### src/source/icache_pkg.sv
// shared definitions of the two-way instruction cache
// cache geometry, the address view used by all blocks and
// the controller state encoding

`default_nettype none

package icache_pkg;

  //////////////////////
  // geometry
  //////////////////////

  // physical address and fetch word
  localparam int unsigned addr_width     = 16;
  localparam int unsigned word_width     = 32;
  // one refill line holds four fetch words
  localparam int unsigned line_width     = 128;
  localparam int unsigned num_sets       = 16;
  localparam int unsigned num_ways       = 2;
  localparam int unsigned offset_width   = 4;
  localparam int unsigned index_width    = 4;
  localparam int unsigned tag_width      = 8;
  localparam int unsigned way_idx_width  = 1;
  // word position inside a line
  localparam int unsigned word_sel_width = 2;
  // replacement lfsr length
  localparam int unsigned lfsr_width     = 8;

  //////////////////////
  // address word
  //////////////////////

  // flat view goes to the refill port, field view addresses the arrays
  typedef union packed {
    logic [addr_width-1:0] flat;
    struct packed {
      logic [tag_width-1:0]                   tag;
      logic [index_width-1:0]                 index;
      logic [word_sel_width-1:0]              word;
      logic [offset_width-word_sel_width-1:0] byte_off;
    } fields;
  } paddr_u;

  // controller states
  typedef enum logic [2:0] {
    st_flush,
    st_idle,
    st_lookup,
    st_refill_req,
    st_refill_wait,
    st_inval
  } ctrl_state_e;

endpackage

`default_nettype wire

### src/source/icache_tag_store.sv
// tag side of the instruction cache
// per-way tag arrays, valid flops, hit compare,
// victim choice and the replacement lfsr

`default_nettype none

module icache_tag_store (
  input  logic                                 clk_i,
  input  logic                                 rst_ni,
  input  logic                                 rd_en_i,
  input  logic [icache_pkg::index_width-1:0]   index_i,
  input  logic [icache_pkg::tag_width-1:0]     tag_i,
  input  logic                                 fill_i,
  input  logic [icache_pkg::tag_width-1:0]     fill_tag_i,
  input  logic                                 clr_i,
  input  logic [icache_pkg::index_width-1:0]   clr_index_i,
  input  logic [icache_pkg::tag_width-1:0]     clr_tag_i,
  input  logic                                 clr_all_i,
  output logic [icache_pkg::num_ways-1:0]      hit_o,
  output logic [icache_pkg::way_idx_width-1:0] victim_way_o
);

  // tag arrays and the registered read port
  logic [icache_pkg::tag_width-1:0] tag_mem  [icache_pkg::num_ways-1:0][icache_pkg::num_sets-1:0];
  logic [icache_pkg::tag_width-1:0] tag_rd_q [icache_pkg::num_ways-1:0];
  logic [icache_pkg::num_ways-1:0][icache_pkg::num_sets-1:0] valid_q;
  logic [icache_pkg::index_width-1:0]   idx_q;
  logic                                 cmp_q;
  logic [icache_pkg::num_ways-1:0]      vld_rd;
  logic [icache_pkg::num_ways-1:0]      clr_match;
  // replacement
  logic [icache_pkg::way_idx_width-1:0] inv_way;
  logic                                 all_valid;
  logic                                 all_valid_q;
  logic [icache_pkg::way_idx_width-1:0] victim_q;
  logic [icache_pkg::lfsr_width-1:0]    lfsr_q;

  for (genvar w = 0; w < icache_pkg::num_ways; w++) begin : gen_way
    // valid bits are read live, so a clear between read and compare is seen
    assign vld_rd[w]    = valid_q[w][idx_q];
    assign hit_o[w]     = vld_rd[w] & (tag_rd_q[w] == tag_i);
    assign clr_match[w] = valid_q[w][clr_index_i] & (tag_mem[w][clr_index_i] == clr_tag_i);
  end

  // lowest invalid way of the looked-up set
  always_comb begin
    inv_way   = '0;
    all_valid = 1'b1;
    for (int w = icache_pkg::num_ways - 1; w >= 0; w--) begin
      if (!vld_rd[w]) begin
        inv_way   = w[icache_pkg::way_idx_width-1:0];
        all_valid = 1'b0;
      end
    end
  end

  assign victim_way_o = victim_q;

  always_ff @(posedge clk_i) begin
    if (rd_en_i) begin
      for (int w = 0; w < icache_pkg::num_ways; w++) begin
        tag_rd_q[w] <= tag_mem[w][index_i];
      end
    end
    if (fill_i) begin
      tag_mem[victim_q][index_i] <= fill_tag_i;
    end
  end

  always_ff @(posedge clk_i or negedge rst_ni) begin
    if (!rst_ni) begin
      valid_q     <= '0;
      idx_q       <= '0;
      cmp_q       <= 1'b0;
      victim_q    <= '0;
      all_valid_q <= 1'b0;
      lfsr_q      <= '1;
    end else begin
      cmp_q <= rd_en_i;
      if (rd_en_i) begin
        idx_q <= index_i;
      end
      // victim is frozen at the compare cycle
      if (cmp_q) begin
        victim_q    <= all_valid ? lfsr_q[icache_pkg::way_idx_width-1:0] : inv_way;
        all_valid_q <= all_valid;
      end
      if (fill_i) begin
        valid_q[victim_q][index_i] <= 1'b1;
        // taps 8,6,5,4
        if (all_valid_q) begin
          lfsr_q <= {lfsr_q[icache_pkg::lfsr_width-2:0],
                     lfsr_q[icache_pkg::lfsr_width-1] ^ lfsr_q[5] ^ lfsr_q[4] ^ lfsr_q[3]};
        end
      end
      // single-line clear or whole set for a flush
      if (clr_i) begin
        for (int w = 0; w < icache_pkg::num_ways; w++) begin
          if (clr_all_i || clr_match[w]) begin
            valid_q[w][clr_index_i] <= 1'b0;
          end
        end
      end
    end
  end

  //////////////////////
  // assertions
  //////////////////////

  a_hit_onehot: assert property (@(posedge clk_i) disable iff (!rst_ni)
    rd_en_i |=> $onehot0(hit_o));

  a_fill_clr_excl: assert property (@(posedge clk_i) disable iff (!rst_ni)
    !(fill_i && clr_i));

endmodule

`default_nettype wire

### src/source/icache_data_store.sv
// data side of the instruction cache
// per-way line arrays, registered read and
// word select for each way

`default_nettype none

module icache_data_store (
  input  logic                                  clk_i,
  input  logic                                  rst_ni,
  input  logic                                  rd_en_i,
  input  logic [icache_pkg::index_width-1:0]    index_i,
  input  logic [icache_pkg::word_sel_width-1:0] word_sel_i,
  input  logic                                  fill_i,
  input  logic [icache_pkg::way_idx_width-1:0]  fill_way_i,
  input  logic [icache_pkg::line_width-1:0]     fill_line_i,
  output logic [icache_pkg::num_ways-1:0][icache_pkg::word_width-1:0] way_words_o
);

  logic [icache_pkg::line_width-1:0] line_mem [icache_pkg::num_ways-1:0][icache_pkg::num_sets-1:0];
  logic [icache_pkg::line_width-1:0] line_q   [icache_pkg::num_ways-1:0];

  // whole-line write on refill, all ways read together
  always_ff @(posedge clk_i) begin
    if (fill_i) begin
      line_mem[fill_way_i][index_i] <= fill_line_i;
    end
    if (rd_en_i) begin
      for (int w = 0; w < icache_pkg::num_ways; w++) begin
        line_q[w] <= line_mem[w][index_i];
      end
    end
  end

  // word pick happens after the read register
  for (genvar w = 0; w < icache_pkg::num_ways; w++) begin : gen_sel
    assign way_words_o[w] = line_q[w][word_sel_i*icache_pkg::word_width +: icache_pkg::word_width];
  end

  //////////////////////
  // assertions
  //////////////////////

  // the compare cycle after a read never carries a refill
  a_no_fill_after_rd: assert property (@(posedge clk_i) disable iff (!rst_ni)
    rd_en_i |=> !fill_i);

endmodule

`default_nettype wire

### src/source/icache_ctrl.sv
// instruction cache controller
// fetch, miss, flush and invalidate state machine,
// address registers and the fetch word mux

`default_nettype none

module icache_ctrl (
  input  logic                                  clk_i,
  input  logic                                  rst_ni,
  input  logic                                  flush_i,
  // fetch port
  input  logic                                  fetch_req_i,
  input  icache_pkg::paddr_u                    fetch_addr_i,
  output logic                                  fetch_ready_o,
  output logic                                  fetch_valid_o,
  output logic [icache_pkg::word_width-1:0]     fetch_data_o,
  // refill port
  output logic                                  mem_req_o,
  output logic [icache_pkg::addr_width-1:0]     mem_addr_o,
  input  logic                                  mem_ack_i,
  input  logic                                  mem_rtrn_vld_i,
  input  logic [icache_pkg::line_width-1:0]     mem_rtrn_data_i,
  output logic                                  miss_o,
  // invalidate port
  input  logic                                  mem_inv_req_i,
  input  logic [icache_pkg::addr_width-1:0]     mem_inv_addr_i,
  output logic                                  mem_inv_ack_o,
  // store control
  output logic                                  rd_en_o,
  output logic [icache_pkg::index_width-1:0]    index_o,
  output logic [icache_pkg::tag_width-1:0]      tag_o,
  output logic [icache_pkg::word_sel_width-1:0] word_sel_o,
  output logic                                  fill_o,
  output logic [icache_pkg::way_idx_width-1:0]  fill_way_o,
  output logic                                  clr_o,
  output logic [icache_pkg::index_width-1:0]    clr_index_o,
  output logic [icache_pkg::tag_width-1:0]      clr_tag_o,
  output logic                                  clr_all_o,
  input  logic [icache_pkg::num_ways-1:0]       hit_i,
  input  logic [icache_pkg::way_idx_width-1:0]  victim_way_i,
  input  logic [icache_pkg::num_ways-1:0][icache_pkg::word_width-1:0] way_words_i
);

  icache_pkg::ctrl_state_e            state_q, state_d;
  logic                               flush_q, flush_pend;
  logic [icache_pkg::index_width-1:0] flush_cnt_q;
  icache_pkg::paddr_u                 addr_q, inv_addr_q, line_addr;
  logic                               hit_vld_q, refill_vld, inv_take;
  logic [icache_pkg::word_width-1:0]  hit_data_q, hit_word, rtrn_word;

  // a flush pulse counts as pending in its own cycle
  assign flush_pend = flush_q | flush_i;
  assign inv_take   = (state_q == icache_pkg::st_idle) & mem_inv_req_i & mem_inv_ack_o;

  //////////////////////
  // state machine
  //////////////////////

  always_comb begin
    state_d       = state_q;
    fetch_ready_o = 1'b0;
    rd_en_o       = 1'b0;
    mem_req_o     = 1'b0;
    miss_o        = 1'b0;
    fill_o        = 1'b0;
    clr_o         = 1'b0;
    clr_all_o     = 1'b0;
    mem_inv_ack_o = 1'b0;
    refill_vld    = 1'b0;
    unique case (state_q)
      // one set per cycle and any invalidate is covered by it
      icache_pkg::st_flush: begin
        clr_o         = 1'b1;
        clr_all_o     = 1'b1;
        mem_inv_ack_o = 1'b1;
        if (&flush_cnt_q) begin
          state_d = icache_pkg::st_idle;
        end
      end
      icache_pkg::st_idle: begin
        if (flush_pend) begin
          state_d = icache_pkg::st_flush;
        end else begin
          fetch_ready_o = 1'b1;
          if (fetch_req_i) begin
            // array read on the incoming index
            rd_en_o = 1'b1;
            state_d = icache_pkg::st_lookup;
          end else begin
            mem_inv_ack_o = 1'b1;
            if (mem_inv_req_i) begin
              state_d = icache_pkg::st_inval;
            end
          end
        end
      end
      // tag compare with the hit word going out registered
      icache_pkg::st_lookup: begin
        state_d = (|hit_i) ? icache_pkg::st_idle : icache_pkg::st_refill_req;
      end
      icache_pkg::st_refill_req: begin
        mem_req_o = 1'b1;
        if (mem_ack_i) begin
          miss_o  = 1'b1;
          state_d = icache_pkg::st_refill_wait;
        end
      end
      // return is consumed at once
      icache_pkg::st_refill_wait: begin
        if (mem_rtrn_vld_i) begin
          refill_vld = 1'b1;
          fill_o     = 1'b1;
          state_d    = icache_pkg::st_idle;
        end
      end
      icache_pkg::st_inval: begin
        clr_o   = 1'b1;
        state_d = icache_pkg::st_idle;
      end
      default: begin
        state_d = icache_pkg::st_flush;
      end
    endcase
  end

  //////////////////////
  // datapath
  //////////////////////

  // arrays see the live index only while a request comes in
  assign index_o     = (state_q == icache_pkg::st_idle) ? fetch_addr_i.fields.index
                                                        : addr_q.fields.index;
  assign tag_o       = addr_q.fields.tag;
  assign word_sel_o  = addr_q.fields.word;
  assign fill_way_o  = victim_way_i;
  assign clr_index_o = (state_q == icache_pkg::st_flush) ? flush_cnt_q : inv_addr_q.fields.index;
  assign clr_tag_o   = inv_addr_q.fields.tag;

  // refill address is the line base
  always_comb begin
    line_addr                 = addr_q;
    line_addr.fields.word     = '0;
    line_addr.fields.byte_off = '0;
  end
  assign mem_addr_o = line_addr.flat;

  // and-or mux over the one-hot hit vector
  always_comb begin
    hit_word = '0;
    for (int w = 0; w < icache_pkg::num_ways; w++) begin
      hit_word |= way_words_i[w] & {icache_pkg::word_width{hit_i[w]}};
    end
  end

  assign rtrn_word = mem_rtrn_data_i[addr_q.fields.word*icache_pkg::word_width +:
                                     icache_pkg::word_width];

  assign fetch_valid_o = hit_vld_q | refill_vld;
  assign fetch_data_o  = hit_vld_q ? hit_data_q : rtrn_word;

  always_ff @(posedge clk_i) begin
    if (fetch_req_i && fetch_ready_o) begin
      addr_q <= fetch_addr_i;
    end
    if (inv_take) begin
      inv_addr_q.flat <= mem_inv_addr_i;
    end
    hit_data_q <= hit_word;
  end

  always_ff @(posedge clk_i or negedge rst_ni) begin
    if (!rst_ni) begin
      state_q     <= icache_pkg::st_idle;
      flush_q     <= 1'b0;
      flush_cnt_q <= '0;
      hit_vld_q   <= 1'b0;
    end else begin
      state_q     <= state_d;
      // pending flag drops as the flush starts
      flush_q     <= (state_q == icache_pkg::st_idle) ? 1'b0 : flush_pend;
      flush_cnt_q <= (state_q == icache_pkg::st_flush) ? flush_cnt_q + 1'b1 : '0;
      hit_vld_q   <= (state_q == icache_pkg::st_lookup) & (|hit_i);
    end
  end

  //////////////////////
  // assertions
  //////////////////////

  a_legal_state: assert property (@(posedge clk_i) disable iff (!rst_ni)
    state_q inside {icache_pkg::st_flush, icache_pkg::st_idle, icache_pkg::st_lookup,
                    icache_pkg::st_refill_req, icache_pkg::st_refill_wait,
                    icache_pkg::st_inval});

endmodule

`default_nettype wire

### src/source/icache_top.sv
// top level of the two-way instruction cache
// tag store and data store share the set index,
// the controller joins hits and way words

`default_nettype none

module icache_top (
  input  logic                              clk_i,
  input  logic                              rst_ni,
  input  logic                              flush_i,
  // fetch port
  input  logic                              fetch_req_i,
  input  logic [icache_pkg::addr_width-1:0] fetch_addr_i,
  output logic                              fetch_ready_o,
  output logic                              fetch_valid_o,
  output logic [icache_pkg::word_width-1:0] fetch_data_o,
  output logic                              miss_o,
  // refill port
  output logic                              mem_req_o,
  output logic [icache_pkg::addr_width-1:0] mem_addr_o,
  input  logic                              mem_ack_i,
  input  logic                              mem_rtrn_vld_i,
  input  logic [icache_pkg::line_width-1:0] mem_rtrn_data_i,
  // invalidate port
  input  logic                              mem_inv_req_i,
  input  logic [icache_pkg::addr_width-1:0] mem_inv_addr_i,
  output logic                              mem_inv_ack_o
);

  logic                                  rd_en, fill, clr, clr_all;
  logic [icache_pkg::index_width-1:0]    index, clr_index;
  logic [icache_pkg::tag_width-1:0]      tag, clr_tag;
  logic [icache_pkg::word_sel_width-1:0] word_sel;
  logic [icache_pkg::way_idx_width-1:0]  fill_way, victim_way;
  logic [icache_pkg::num_ways-1:0]       hit;
  logic [icache_pkg::num_ways-1:0][icache_pkg::word_width-1:0] way_words;

  // lookup tag also serves as the fill tag
  icache_tag_store u_tag_store (
    .clk_i        (clk_i),
    .rst_ni       (rst_ni),
    .rd_en_i      (rd_en),
    .index_i      (index),
    .tag_i        (tag),
    .fill_i       (fill),
    .fill_tag_i   (tag),
    .clr_i        (clr),
    .clr_index_i  (clr_index),
    .clr_tag_i    (clr_tag),
    .clr_all_i    (clr_all),
    .hit_o        (hit),
    .victim_way_o (victim_way)
  );

  icache_data_store u_data_store (
    .clk_i       (clk_i),
    .rst_ni      (rst_ni),
    .rd_en_i     (rd_en),
    .index_i     (index),
    .word_sel_i  (word_sel),
    .fill_i      (fill),
    .fill_way_i  (fill_way),
    .fill_line_i (mem_rtrn_data_i),
    .way_words_o (way_words)
  );

  icache_ctrl u_ctrl (
    .clk_i           (clk_i),
    .rst_ni          (rst_ni),
    .flush_i         (flush_i),
    .fetch_req_i     (fetch_req_i),
    .fetch_addr_i    (fetch_addr_i),
    .fetch_ready_o   (fetch_ready_o),
    .fetch_valid_o   (fetch_valid_o),
    .fetch_data_o    (fetch_data_o),
    .mem_req_o       (mem_req_o),
    .mem_addr_o      (mem_addr_o),
    .mem_ack_i       (mem_ack_i),
    .mem_rtrn_vld_i  (mem_rtrn_vld_i),
    .mem_rtrn_data_i (mem_rtrn_data_i),
    .miss_o          (miss_o),
    .mem_inv_req_i   (mem_inv_req_i),
    .mem_inv_addr_i  (mem_inv_addr_i),
    .mem_inv_ack_o   (mem_inv_ack_o),
    .rd_en_o         (rd_en),
    .index_o         (index),
    .tag_o           (tag),
    .word_sel_o      (word_sel),
    .fill_o          (fill),
    .fill_way_o      (fill_way),
    .clr_o           (clr),
    .clr_index_o     (clr_index),
    .clr_tag_o       (clr_tag),
    .clr_all_o       (clr_all),
    .hit_i           (hit),
    .victim_way_i    (victim_way),
    .way_words_i     (way_words)
  );

endmodule

`default_nettype wire

### config.mk
export PLATFORM = sky130hd
export DESIGN_NAME = icache_top
export DESIGN_NICKNAME = d
export VERILOG_FILES = /design/src/source/icache_pkg.sv /design/src/source/icache_tag_store.sv /design/src/source/icache_data_store.sv /design/src/source/icache_ctrl.sv /design/src/source/icache_top.sv
export SDC_FILE = /design/constraint.sdc
export NUM_CORES = 2
export LEC_CHECK = 0
export BUFFER_PORTS_ARGS = -buffer_cell sky130_fd_sc_hd__buf_2
export CAP_MARGIN = 15
export CORE_MARGIN = 1.5
export CORE_UTILIZATION = 60
export DETAILED_ROUTE_END_ITERATION = 8
export PLACE_DENSITY_LB_ADDON = 0.12
export SLEW_MARGIN = 20
export SYNTH_ARGS = -nofsm -noshare
export SYNTH_HDL_FRONTEND = slang
export SYNTH_HIERARCHICAL = 1
export SYNTH_MEMORY_MAX_BITS = 65536
export SYNTH_SLANG_ARGS = --single-unit
### constraint.sdc
create_clock -name clk_i -period 9.3 [get_ports clk_i]
set_clock_uncertainty 0.05 [all_clocks]
set_input_delay 0.93 -clock clk_i [delete_from_list [all_inputs] [get_ports clk_i]]
set_output_delay 0.93 -clock clk_i [all_outputs]
set_load 0.005 [all_outputs]
==> flow_summary.ini <==
[global_route]
grt.total_usage_pct = 31.9
use_met2_pct = 50.6
antenna_found_initial = 89
use_met1_pct = 45.1
grt_pass1_wl_mm = 679
busiest_layer = met2
grt_overflow_total = 0
grt_max_degree = 148
met3_usage_pct = 6.32
first_global_vias = 88800

[sta]
finalMaxSlewViolations = 0
finalHoldViolCount = 0
rsz0062_at_grt = no
setup_tns_ns = 0
setup_ws_ns = 3.35
setup_violations = 0
relSlewSlack_pct = 17.6
worst_pin_slew_ns = 1.24
post-route-period-util_pct = 63.9
fmax_mhz = 168
finalCriticalPeriod_ns = 5.95

[floorplan]
dieArea_um2 = 305000
die_h_um = 553
rows = 201
initial_core_util_pct = 60.4
chipWidth_um = 553
io_pins = 220
core_area_um2 = 300000

[logic_synthesis]
ys_types = 62
synth_flop_cell = edfxtp_1
synth_edf_count = 4650
syn-cell-area_um2 = 181000
synth_top_area_share_pct = 77.0
synthCells = 7830
ys_async_sr_fraction_pct = 1.18
synth.most_common_cell = edfxtp_1
yosys-top-cells-count = edfxtp_1 (4650), mux4_2 (1245), a22oi_1 (524)
syn_area_per_cell_um2 = 23.1
yosysTopAreaCell = edfxtp_1
ys_seq_area_share_pct = 78.2
ys_ff_latch = 4738
synth_area_leaders = edfxtp_1 (77%), mux4_2 (15%), a22oi_1 (2.2%)
synth.yosys.warnings = 6

[drt]
wl_mm = 482
vias = 88500
firstDrtPassIters = 6
drc_errors = 0
drtAntennaViolNets = 0
initialDrtViolationCount = 11700
detail_route.vias_per_cell = 6.98
wl_per_cell_um = 38.1

[critical_path]
start_kind = flop
worstSetupEndpointType = flop
required_ns = 9.96
worst_ep_arrival_time_ns = 6.60
crit_path_max_fanout = 124
critPathMostFrequentCell = buf_4
crit_type = flop to flop
path_cells = nor3b_4, mux2_8, buf_12, buf_4, buf_4, mux4_2, a22oi_1, nand2_1
max_stage_delay_ns = 0.88
slowest_stage = buf_4

[place]
placed_area_um2 = 187000
gp_congestion = 0.809
hpwl_mm = 252
dp.cells = 11700
pre_cts_ws_ns = 3.51
portBuffers = 209

[finish]
n_fill_cell = 18700
layout.cells.non_filler = 12700
fin_util_pct = 67.3
multi_input_area_um2 = 37300
layout-drive-gt1-share_pct = 28.3
seq_area_um2 = 142000
nNetsFinal = 8419
synthToLayoutAreaGrowth_pct = 11.5
stdcell_area_um2 = 202000

[run]
max-cap-violations = 0

[cts]
post-cts-setup-buffers = 0
cts_tree = built
cts_resized = 0
cts_buffers = 460
cts-root-buf = clkbuf_16
cts_buffer_depth = 4
cts_max_level = 5
cts_hold_buf = 0
cts.clk_slew.worst_paths_ns = 0.06
insertion_delay_ns = 0.99
cts_sinks = 4738

[power_and_ir_drop]
p_leak_nw = 63.5
irDropWorstVdd_mv = 0.282
p_per_area_nw_per_um2 = 248

[run_status]
status = completed

[hold_path]
hp-class = input port to asynchronous set/reset pin
-- layout make-up --
cell class | instances | area share, %
Sequential cell | 4738 | 70.1
Inverter | 40 | 0.0743
Clock buffer | 589 | 6.06
Tap cell | 3958 | 2.45
Multi-Input combinational cell | 2586 | 18.4
Timing Repair Buffer | 425 | 1.59
Antenna cell | 68 | 0.0842
Clock inverter | 274 | 1.23
-- layer usage --
metal	vias up	share of wire, %
li1	34400	-
met1	47700	37
met2	5349	48
met3	924	11
met4	34	3.9
met5	-	0.045
-- final timing paths --
| path | startpoint | to | cells past startpoint | slack [ns] |
|---|---|---|---|---|
| max | u_ctrl/state_q[0]$_DFFE_PN1P_ | u_data_store/line_q[0][206]$_DFFE_PP_ | 8 | 3.35 |
| min | rst_ni | u_ctrl/flush_q$_DFF_PN0_ | 2 | 0.03 |
| max reg2reg | u_ctrl/state_q[0]$_DFFE_PN1P_ | u_data_store/line_q[0][206]$_DFFE_PP_ | 8 | 3.35 |
| min reg2reg | u_tag_store/lfsr_q[0]$_DFFE_PN1P_ | u_tag_store/lfsr_q[0]$_DFFE_PN1P_ | 2 | 0.43 |
| max in group asynchronous | rst_ni | u_ctrl/hit_vld_q$_DFF_PN0_ | 2 | 8.51 |
| min in group clk_i | fetch_addr_i[9] | u_ctrl/addr_q[9]$_DFFE_PP_ | 1 | 0.06 |
-- state kept, by name (all words and copies together), names as in the netlist, 3 cells and up --
name and count:
u_tag_store/tag_rd_q 16, u_ctrl/state_q 3, u_tag_store/tag_mem 256, u_data_store/line_mem 4096, u_ctrl/hit_data_q 32, u_ctrl/addr_q 14
u_tag_store/lfsr_q 8, u_ctrl/flush_cnt_q 4, u_data_store/line_q 256, u_tag_store/idx_q 4, u_tag_store/valid_q 32, u_ctrl/inv_addr_q 12
-- logic make-up (layout without fill, tap and decap cells) --
family / count (synthesis) / count (layout) / share of synthesized area, %
flops: 4738 / 4738 / 78.2
mux: 1325 / 1325 / 15.9
compound gates: 693 / 693 / 2.96
simple gates: 525 / 525 / 1.26
buf+inv: 509 / 1328 / 1.50
xor+xnor: 38 / 38 / 0.184
fa+ha+maj: 1 / 1 / 0.00690
other cells: 1 / 72 / 0.00207
-- cells in the final DEF, fill, tap and decap left out, types with 30 or more instances in the layout --
| master | instances |
|---|---|
| edfxtp_1 | 4650 |
| clkbuf_1 | 110 |
| a22o_1 | 33 |
| nor2_4 | 33 |
| buf_12 | 43 |
| inv_1 | 39 |
| nor2_1 | 84 |
| mux4_2 | 1245 |
| diode_2 | 68 |
| clkinv_2 | 85 |
| dfrtp_1 | 46 |
| nand2_1 | 285 |
| a22oi_1 | 524 |
| bufinv_16 | 37 |
| buf_4 | 170 |
| mux2i_1 | 56 |
| buf_2 | 209 |
| dfxtp_1 | 32 |
| clkbuf_16 | 465 |
| nor2b_1 | 39 |
| a211oi_2 | 30 |
| clkinv_1 | 112 |
-- through the flow --
step / power, W / hold WS [ns]
5_1_grt: 0.0515 / 0.0561
2_1_floorplan: 0.0302 / 0.399
3_5_place_dp: 0.0323 / 0.431
4_1_cts: 0.0503 / 0.0159
3_3_place_gp: 0.0322 / 0.428
6_report: 0.0501 / 0.0317
-- critical path, delay by kind of cell, from the launching register on --
family,cells,cell delay [ns]
buf+inv,3,2.44
flops,1,0.65
mux,2,1.08
compound gates,1,0.31
simple gates,2,0.63
-- report_power, final --
part / internal (W) / total, W / switching [W]
sequential: 0.0236 / 0.0237 / 0.0000485
clock: 0.0103 / 0.0182 / 0.00790
combinational: 0.00360 / 0.00818 / 0.00458
total: 0.0376 / 0.0501 / 0.0125
Power figures use the tool's default switching activity.
